## src/nes_input_pkg.sv

```systemverilog
// ------------------
// shared types and constants for the controller input path
// button order, Dualshock bit positions and host register map
// imported by every RTL module that needs them
// ------------------
package nes_input_pkg;

  // console buttons, bit 7 down to 0: right left down up start select B A
  typedef logic [7:0] nes_buttons_t;

  typedef logic [7:0] pad_byte_t;  // Dualshock rx byte, active low
  typedef logic [7:0] reg_addr_t;
  typedef logic [7:0] reg_data_t;

  typedef struct packed {
    pad_byte_t dirs;  // select, start, d-pad
    pad_byte_t face;  // triangle, circle, cross, square
  } pad_bytes_t;

  typedef struct packed {
    nes_buttons_t btn;  // already in console order
    logic         x;    // drives A autofire
    logic         y;    // drives B autofire
  } usb_buttons_t;

  typedef struct packed {
    logic      valid;
    reg_addr_t addr;
    reg_data_t data;
  } host_wr_t;

  // bit positions in nes_buttons_t
  localparam int BTN_A      = 0;
  localparam int BTN_B      = 1;
  localparam int BTN_SELECT = 2;
  localparam int BTN_START  = 3;
  localparam int BTN_UP     = 4;
  localparam int BTN_DOWN   = 5;
  localparam int BTN_LEFT   = 6;
  localparam int BTN_RIGHT  = 7;

  // bit positions in the pad dirs byte
  localparam int PAD_SELECT = 0;
  localparam int PAD_START  = 3;
  localparam int PAD_UP     = 4;
  localparam int PAD_RIGHT  = 5;
  localparam int PAD_DOWN   = 6;
  localparam int PAD_LEFT   = 7;

  // bit positions in the pad face byte
  localparam int PAD_TRIANGLE = 4;
  localparam int PAD_CIRCLE   = 5;
  localparam int PAD_CROSS    = 6;
  localparam int PAD_SQUARE   = 7;

  localparam reg_addr_t PLAYER_BTN_BASE = 8'h40;  // player n at base + n
  localparam int        MAX_PLAYERS     = 4;      // keeps clear of other registers

endpackage

```

## src/autofire.sv

```systemverilog
// ------------------
// autofire for one button
// while btn is held, fire is a square wave with the given period
// ------------------
module autofire #(
  parameter int AUTOFIRE_PERIOD = 540000  // 50 Hz at 27 MHz
) (
  input  logic clk,
  input  logic sys_resetn,
  input  logic btn,
  output logic fire
);

  localparam int CNT_W       = (AUTOFIRE_PERIOD > 2) ? $clog2(AUTOFIRE_PERIOD) : 1;
  localparam int HALF_PERIOD = AUTOFIRE_PERIOD / 2;

  logic [CNT_W-1:0] count;
  logic             held;   // btn seen at the last edge

  always_ff @(posedge clk) begin
    if (!sys_resetn) begin
      count <= '0;
      held  <= 1'b0;
    end else begin
      held <= btn;
      if (!btn || !held) begin
        count <= '0;                // restart on press, clear on release
      end else if (count == CNT_W'(AUTOFIRE_PERIOD - 1)) begin
        count <= '0;
      end else begin
        count <= count + 1'b1;
      end
    end
  end

  assign fire = held && (count < CNT_W'(HALF_PERIOD));  // first half of each period

endmodule

```

## src/host_reg_decoder.sv

```systemverilog
// ------------------
// host register decoder for the button overlay
// takes decoded UART writes and keeps one overlay byte per player
// ------------------
module host_reg_decoder #(
  parameter int NUM_PLAYERS = 2
) (
  input  logic                     clk,
  input  logic                     sys_resetn,
  input  nes_input_pkg::host_wr_t  host_wr,
  output nes_input_pkg::nes_buttons_t overlay [NUM_PLAYERS]
);
  import nes_input_pkg::*;

  // one register per player, each at its own address
  for (genvar p = 0; p < NUM_PLAYERS; p++) begin : g_player

    localparam reg_addr_t REG_ADDR = PLAYER_BTN_BASE + reg_addr_t'(p);

    logic hit;

    assign hit = host_wr.valid && (host_wr.addr == REG_ADDR);

    always_ff @(posedge clk) begin
      if (!sys_resetn) begin
        overlay[p] <= '0;
      end else if (hit) begin
        overlay[p] <= nes_buttons_t'(host_wr.data);  // host writes in console order
      end
    end

  end

endmodule

```

## src/joypad_bus.sv

```systemverilog
// ------------------
// joypad bus between the console and the player ports
// turns falling joypad clocks into shift pulses, forwards the strobe
// and gathers the serial bits and the menu buttons
// ------------------
module joypad_bus #(
  parameter int NUM_PLAYERS = 2
) (
  input  logic                        clk,
  input  logic                        sys_resetn,
  input  logic                        joypad_strobe,
  input  logic                        joypad_clock [NUM_PLAYERS],
  input  logic                        serial       [NUM_PLAYERS],
  input  nes_input_pkg::nes_buttons_t buttons      [NUM_PLAYERS],
  output logic                        strobe,
  output logic                        shift        [NUM_PLAYERS],
  output logic                        joypad_data  [NUM_PLAYERS],
  output nes_input_pkg::nes_buttons_t menu_buttons
);

  assign strobe = joypad_strobe;  // same strobe for all ports

  for (genvar p = 0; p < NUM_PLAYERS; p++) begin : g_player

    logic clock_q;  // joypad clock at the last edge

    always_ff @(posedge clk) begin
      if (!sys_resetn) begin
        clock_q <= 1'b0;
      end else begin
        clock_q <= joypad_clock[p];
      end
    end

    // high for one cycle after the clock drops
    assign shift[p] = clock_q & ~joypad_clock[p];

    assign joypad_data[p] = serial[p];

  end

  // any player's buttons drive the menu
  always_comb begin
    menu_buttons = '0;
    for (int p = 0; p < NUM_PLAYERS; p++) begin
      menu_buttons = menu_buttons | buttons[p];
    end
  end

endmodule

```

## src/nes_input_top.sv

```systemverilog
// ------------------
// top level of the controller input path
// host overlay decoder, one port per player and the joypad bus
// NUM_PLAYERS and AUTOFIRE_PERIOD are set here and passed down
// ------------------
module nes_input_top #(
  parameter int NUM_PLAYERS     = 2,
  parameter int AUTOFIRE_PERIOD = 540000
) (
  input  logic                        clk,
  input  logic                        sys_resetn,
  input  nes_input_pkg::host_wr_t     host_wr,
  input  nes_input_pkg::pad_bytes_t   pads         [NUM_PLAYERS],
  input  nes_input_pkg::usb_buttons_t usb          [NUM_PLAYERS],
  input  logic                        joypad_strobe,
  input  logic                        joypad_clock [NUM_PLAYERS],
  output logic                        joypad_data  [NUM_PLAYERS],
  output nes_input_pkg::nes_buttons_t menu_buttons
);
  import nes_input_pkg::*;

  // more players would run into the next register block
  if (NUM_PLAYERS > MAX_PLAYERS) begin : g_too_many_players
    $fatal(1, "NUM_PLAYERS above MAX_PLAYERS");
  end

  nes_buttons_t overlay      [NUM_PLAYERS];
  nes_buttons_t port_buttons [NUM_PLAYERS];
  logic         serial       [NUM_PLAYERS];
  logic         shift        [NUM_PLAYERS];
  logic         strobe;

  host_reg_decoder #(
    .NUM_PLAYERS(NUM_PLAYERS)
  ) u_host_reg_decoder (
    .clk       (clk),
    .sys_resetn(sys_resetn),
    .host_wr   (host_wr),
    .overlay   (overlay)
  );

  for (genvar p = 0; p < NUM_PLAYERS; p++) begin : g_port
    player_port #(
      .AUTOFIRE_PERIOD(AUTOFIRE_PERIOD)
    ) u_player_port (
      .clk       (clk),
      .sys_resetn(sys_resetn),
      .pad       (pads[p]),
      .usb       (usb[p]),
      .overlay   (overlay[p]),
      .strobe    (strobe),
      .shift     (shift[p]),
      .buttons   (port_buttons[p]),
      .serial    (serial[p])
    );
  end

  joypad_bus #(
    .NUM_PLAYERS(NUM_PLAYERS)
  ) u_joypad_bus (
    .clk          (clk),
    .sys_resetn   (sys_resetn),
    .joypad_strobe(joypad_strobe),
    .joypad_clock (joypad_clock),
    .serial       (serial),
    .buttons      (port_buttons),
    .strobe       (strobe),
    .shift        (shift),
    .joypad_data  (joypad_data),
    .menu_buttons (menu_buttons)
  );

endmodule

```

## src/player_port.sv

```systemverilog
// ------------------
// one player's controller port
// maps the Dualshock bytes to console order, adds autofire, usb and
// overlay buttons, then latches on strobe and shifts out bit 0 first
// ------------------
module player_port #(
  parameter int AUTOFIRE_PERIOD = 540000
) (
  input  logic                        clk,
  input  logic                        sys_resetn,
  input  nes_input_pkg::pad_bytes_t   pad,
  input  nes_input_pkg::usb_buttons_t usb,
  input  nes_input_pkg::nes_buttons_t overlay,
  input  logic                        strobe,
  input  logic                        shift,
  output nes_input_pkg::nes_buttons_t buttons,
  output logic                        serial
);
  import nes_input_pkg::*;

  nes_buttons_t mapped;
  nes_buttons_t shreg;
  logic         square_held;
  logic         triangle_held;
  logic         fire_square;
  logic         fire_triangle;

  // pad bits are active low
  assign square_held   = ~pad.face[PAD_SQUARE] | usb.y;
  assign triangle_held = ~pad.face[PAD_TRIANGLE] | usb.x;

  autofire #(
    .AUTOFIRE_PERIOD(AUTOFIRE_PERIOD)
  ) u_af_square (
    .clk       (clk),
    .sys_resetn(sys_resetn),
    .btn       (square_held),
    .fire      (fire_square)
  );

  autofire #(
    .AUTOFIRE_PERIOD(AUTOFIRE_PERIOD)
  ) u_af_triangle (
    .clk       (clk),
    .sys_resetn(sys_resetn),
    .btn       (triangle_held),
    .fire      (fire_triangle)
  );

  always_comb begin
    mapped             = '0;
    mapped[BTN_RIGHT]  = ~pad.dirs[PAD_RIGHT];
    mapped[BTN_LEFT]   = ~pad.dirs[PAD_LEFT];
    mapped[BTN_DOWN]   = ~pad.dirs[PAD_DOWN];
    mapped[BTN_UP]     = ~pad.dirs[PAD_UP];
    mapped[BTN_START]  = ~pad.dirs[PAD_START];
    mapped[BTN_SELECT] = ~pad.dirs[PAD_SELECT];
    mapped[BTN_B]      = ~pad.face[PAD_CROSS] | fire_square;    // cross is B
    mapped[BTN_A]      = ~pad.face[PAD_CIRCLE] | fire_triangle; // circle is A
  end

  assign buttons = mapped | usb.btn | overlay;

  // console reads A first, then B, select, start, up, down, left, right
  always_ff @(posedge clk) begin
    if (!sys_resetn) begin
      shreg <= '0;
    end else if (shift) begin
      shreg <= {1'b0, shreg[7:1]};  // shift wins over a load in the same cycle
    end else if (strobe) begin
      shreg <= buttons;
    end
  end

  assign serial = shreg[0];

endmodule
```

## config.mk

```make
export PLATFORM = sky130hd
export DESIGN_NAME = nes_input_top
export DESIGN_NICKNAME = d
export VERILOG_FILES = /design/src/nes_input_pkg.sv /design/src/autofire.sv /design/src/host_reg_decoder.sv /design/src/joypad_bus.sv /design/src/nes_input_top.sv /design/src/player_port.sv
export SDC_FILE = /design/constraint.sdc
export NUM_CORES = 1
export LEC_CHECK = 0
export BUFFER_PORTS_ARGS = -buffer_cell sky130_fd_sc_hd__buf_2
export CAP_MARGIN = 15
export CELL_PAD_IN_SITES_DETAIL_PLACEMENT = 1
export CELL_PAD_IN_SITES_GLOBAL_PLACEMENT = 1
export CORE_UTILIZATION = 35
export CTS_CLUSTER_DIAMETER = 80
export DETAILED_ROUTE_END_ITERATION = 10
export HOLD_SLACK_MARGIN = 0.05
export PLACE_DENSITY_LB_ADDON = 0.1
export SLEW_MARGIN = 40
export SYNTH_ARGS = -nofsm -noshare
export SYNTH_HDL_FRONTEND = slang
export SYNTH_SLANG_ARGS = --single-unit
```

## constraint.sdc

```tcl
create_clock -name clk -period 4.48 [get_ports clk]
set_input_delay 0.896 -clock clk [delete_from_list [all_inputs] [get_ports clk]]
set_output_delay 0.896 -clock clk [all_outputs]
set_load 0.02 [all_outputs]
```

== Word level (Yosys, flattened, before mapping) ==
Index checks and enable logic that the tools add are counted.
W data, S select, Z words.
Storage, ports and cells
  latch bits: 0
  logic and storage cells: 98
  input bits: 74
  bits in writable memories: 0
  memories kept: 0
  memory bits (read-only): 0
  output and inout bits: 10
  register bits after elaboration: 118
Operators by class
  magnitude comparators: 4
  bitwise gates (word level): 38
  multipliers: 0
  shifts and indexed selects: 0
  mux-type cells: 4
  reduce and logical (&&, ||, !) cells: 26
  div/mod/pow operators: 0
  $add $sub $neg: 4
  eq/ne operators: 6
Operators with widths (number)
  $add A20 B1 Y20 const B: 4
  $eq A20 B20 Y1 const B: 4
  $lt A20 B19 Y1 const B: 4
  $or A8 B8 Y8: 5
  $mux W7: 4
  $not A1 Y1: 23
  $eq A8 B7 Y1 const B: 2
  $reduce_or A3 Y1: 4
  $logic_not A1 Y1: 8
  $or A1 B1 Y1: 8
  $logic_and A1 B1 Y1: 6
  $logic_or A1 B1 Y1: 4
  $reduce_bool A2 Y1: 2
  $reduce_or A2 Y1: 2
  $and A1 B1 Y1: 2

== Depth between registers and ports, before layout ==
  word-level depth: 7
  gate-level depth with buffers: 7
  depth with buffers taken out: 5

== Modules after synthesis ==
From an unflattened synthesis, not the netlist that was laid out.
Second synthesis, totals
  cell total of the unflattened synthesis: 659
  area total of the unflattened synthesis: 6163.4 um^2
By module, submodules not included
  autofire: sequential area each 420.4 um^2, cells each 117, area each 1084.8 um^2, times used 4
  player_port: sequential area each 160.2 um^2, cells each 55, area each 520.5 um^2, times used 2
  host_reg_decoder: sequential area each 320.3 um^2, cells each 64, area each 638.1 um^2, times used 1
  joypad_bus: sequential area each 40.0 um^2, cells each 17, area each 145.1 um^2, times used 1

== Least setup slack after synthesis ==
Ideal clock, no wire load.
  path kind: input-to-output
  start point: input port usb[12] in the netlist's numbering
  end point: output port menu_buttons[0]
  required time: 3584 ps
  cell stages on the path: 3
  arrival time: 1786 ps
  setup slack: 1798 ps
  cell sequence: nor3b_1 -> o21ai_0 -> or4_1
On the way
  cells in the longest elaborated chain, start to end: 3
RTL lines
  start: declaration: RTL line nes_input_top.sv:14  | input nes_input_pkg::usb_buttons_t usb [NUM_PLAYERS],
  $or A8 B8 Y8 (2 in a row): RTL line player_port.sv:62  | assign buttons = mapped | usb.btn | overlay;
  $or A8 B8 Y8: RTL line joypad_bus.sv:46  | menu_buttons = menu_buttons | buttons[p];
  end: declaration: RTL line nes_input_top.sv:18  | output nes_input_pkg::nes_buttons_t menu_buttons
No other way between the ends.

== Worst setup path in the final report ==
  start point: register g_port[0].u_player_port.u_af_square.count[16]
  end point: output port menu_buttons[1]
On the way
  cells in the longest elaborated chain, start to end: 6
RTL lines
  start: declaration: RTL line autofire.sv:17  | logic [CNT_W-1:0] count;
  start signal: assignment: RTL line autofire.sv:31  | count <= count + 1'b1;
  $lt A20 B19 Y1: RTL line autofire.sv:36  | assign fire = held && (count < CNT_W'(HALF_PERIOD));
  $logic_and A1 B1 Y1: RTL line autofire.sv:36
  $or A1 B1 Y1: RTL line player_port.sv:58  | mapped[BTN_B] = ~pad.face[PAD_CROSS] | fire_square;
  $or A8 B8 Y8 (2 in a row): RTL line player_port.sv:62
  $or A8 B8 Y8: RTL line joypad_bus.sv:46
No other way between the ends.

==> out/results.ini <==
[route]
ant_nets=0
viasPerCell=5.13
drtIter0Drc=199
drt-total-wl_mm=13.8
drcViolationCount=0
dr.pass1.iters=4
wl_per_cell_microns=14.9
num_vias=4754

[logic_synthesis]
synth.yosys.seq_area_share_pct=42.9
syn-mean-instance-area_sq_um=8.54
synthFlopType=dfxtp_1
netlist_instances=644
syn-num-nets=722
synth_enable_flop_cells=0
syn_area_sq_um=5500
yosysWarnings=0
synthArstFlopShare_pct=0
synth_cell_types=43
ys_ff_latch=118

[finish]
n_antenna_cell=0
fillers=1840
multiInputGateArea_sq_um=2950
drive_above_1_share_pct=14.8
instances_no_fill=926
final_cell_mix=dfxtp_1 (118), nor2_1 (87), buf_2 (71)
layout_commonest_cell=dfxtp_1
fin_area_sq_um=6520
final_nets=782
syn_to_final_growth_pct=18.5
seqCellArea_sq_um=2360

[timing]
clock_skew_ps=10.3
finalCritPeriodShare_pct=71.5
tightest_slew_ps=707
slew_violations=0
setup_ws_ps=1280
fmax_ghz=0.312
finalSetupTns_ps=0
hold_viol_final=0
relSlewSlack_pct=52.6
finalSetupViolCount=0
rsz0062_at_grt=no
fin_crit_ps=3200

[setup_path]
r2r-start=g_port[0].u_player_port.u_af_square.count[16]$_SDFF_PP0_
required_ps=3580
startpoint=g_port[0].u_player_port.u_af_square.count[16]$_SDFF_PP0_
worstSetupStartpointType=flip-flop
crit_path_end_kind=output pin
crit_chain=or4_1 -> nor4_1 -> or4_1 -> buf_2
crit_type=flip-flop to output pin
path_buf_inv=1
max_stage_delay_ps=560
crit_top_cell=or4_1
path_delay_family=simple AND/OR/NAND/NOR gates
critPathArrivalTime_ps=2310
critPathSlowestCell=or4_1
crit_fanout=6

[place]
port_buffers=71
placed_area_sq_um=6000
pre_cts_slack_ps=1320
place_congestion=0.781
hpwl_mm=9.90
dp.cells=896

[cts]
numCtsBuffers=17
tritoncts=done
clock-root-buffer=clkbuf_16
cts_htree_levels=4
cts.sinks=118
postCtsHoldBufs=0
clockBufferDepth=2
post_cts_buffers=0
clk_latency_ps=410
post_cts_resize_count=0
cts.clk_slew.worst_paths_ps=50

[grt]
grt_pass1_vias=4864
grtUsageMet1_pct=22.0
antenna_found_initial=0
use_met3_pct=4.61
grt_usage_pct=18.0
grt_max_degree=42
grt_overflow=0
grt_pass1_wl_mm=23.1
grt_util_met2_pct=31.0
grt-busiest-layer=met2

[pwr]
p_leak_nw=2.20
vdd_drop_max_v=0.000252
total_power_w=0.00239
p_per_area_nw_per_um2=366

[floorplan]
num_io_pins=84
start_util_pct=36.1
die_w_microns=127
dieArea_sq_um=16200
rows=45
die_y_microns=127
core_sq_um=15300

[job]
cap_violations=0

[hold_path]
holdCritPathClass=flip-flop to flip-flop
hold_start=g_port[1].u_player_port.u_af_square.count[0]$_SDFF_PP0_

[status]
status=finished, final reports clean

[layout make-up]
| type | count | share of cell area (%) |
|---|---|---|
| flip-flops and latches | 118 | 36.2 |
| inverters | 16 | 0.921 |
| well taps | 211 | 4.05 |
| clock buffers | 26 | 7.50 |
| repair buffers | 73 | 5.68 |
| multi-input cells | 478 | 45.3 |
| clock inverters | 4 | 0.345 |
[synth_stat cells (2+ instances only)]
library cell	number	share of area [%]
a211oi_1	11	1.5
a31o_2	3	0.48
nand3_1	32	2.9
and2_1	4	0.45
o21a_1	2	0.27
inv_1	16	1.1
nand3b_1	2	0.27
nor4_1	16	1.8
xor2_1	19	3.0
or3_1	12	1.4
xnor2_1	32	5.1
o211ai_1	3	0.41
buf_6	2	0.41
clkbuf_1	25	1.7
and3_1	11	1.3
buf_4	2	0.27
nand4_1	24	2.7
and4_1	10	1.6
nor3_1	11	1.0
buf_2	3	0.27
nor3b_1	16	2.2
ha_1	4	0.91
mux2i_1	16	2.9
o21ai_0	20	1.8
nand2_1	31	2.1
nor2b_1	29	3.3
nand2b_1	7	0.80
a21oi_1	39	3.5
nand4b_1	4	0.64
nor4b_1	4	0.64
o31ai_1	4	0.55
nor2_1	87	5.9
or4_1	13	1.8
o311a_1	4	0.73
dfxtp_1	118	43
[metal layers]
metal  vias to the layer above  wire length [microns]
met2                        62                   6760
met5                         -                      0
met4                         0                    108
li1                       2408                      -
met3                         6                    423
met1                      2278                   6490
[sequential cells by signal (all words and copies together), names as in the netlist]
signal and cells:
u_host_reg_decoder.overlay 16, g_port.u_player_port.u_af_square.count 40, u_joypad_bus.g_player.clock_q 2, g_port.u_player_port.shreg 16, g_port.u_player_port.u_af_triangle.held 2, g_port.u_player_port.u_af_square.held 2
g_port.u_player_port.u_af_triangle.count 40
[report_power, final]
part / internal, W / switching (W)
Combinational: 0.0000536 / 0.0000647
Sequential: 0.00107 / 0.0000117
Clock: 0.000740 / 0.000448
[stage by stage]
step | utilization, % | hold slack [ps]
floorplan | - | 426
global placement | 39.3 | 441
detailed placement | 39.3 | 449
CTS | 42.7 | 461
global route | 42.7 | 478
finish | 42.7 | 455
[path summary, 6_finish.rpt]
kind                                                                    to  slack (ps)  depth (start not counted)
setup / recovery                                           menu_buttons[1]        1280                          4
hold / removal     g_port[1].u_player_port.u_af_square.count[0]$_SDFF_PP0_         460                          1
setup reg to reg  g_port[0].u_player_port.u_af_square.count[10]$_SDFF_PP0_        2250                          4
hold reg to reg    g_port[1].u_player_port.u_af_square.count[0]$_SDFF_PP0_         460                          1
[cells by family (layout without fill, tap and decap cells)]
kind of cell | Yosys count | after routing | synth area share [%]
adder cells (fa/ha/maj) | 4 | 4 | 0.910
multiplexers | 16 | 16 | 2.91
buffers and inverters | 48 | 119 | 3.75
flip-flops | 118 | 118 | 42.9
XOR/XNOR | 51 | 51 | 8.12
AND/OR/NAND/NOR | 318 | 318 | 31.6
AO/OA/AOI/OAI | 89 | 89 | 9.75
(Power assumes the default switching activity.)
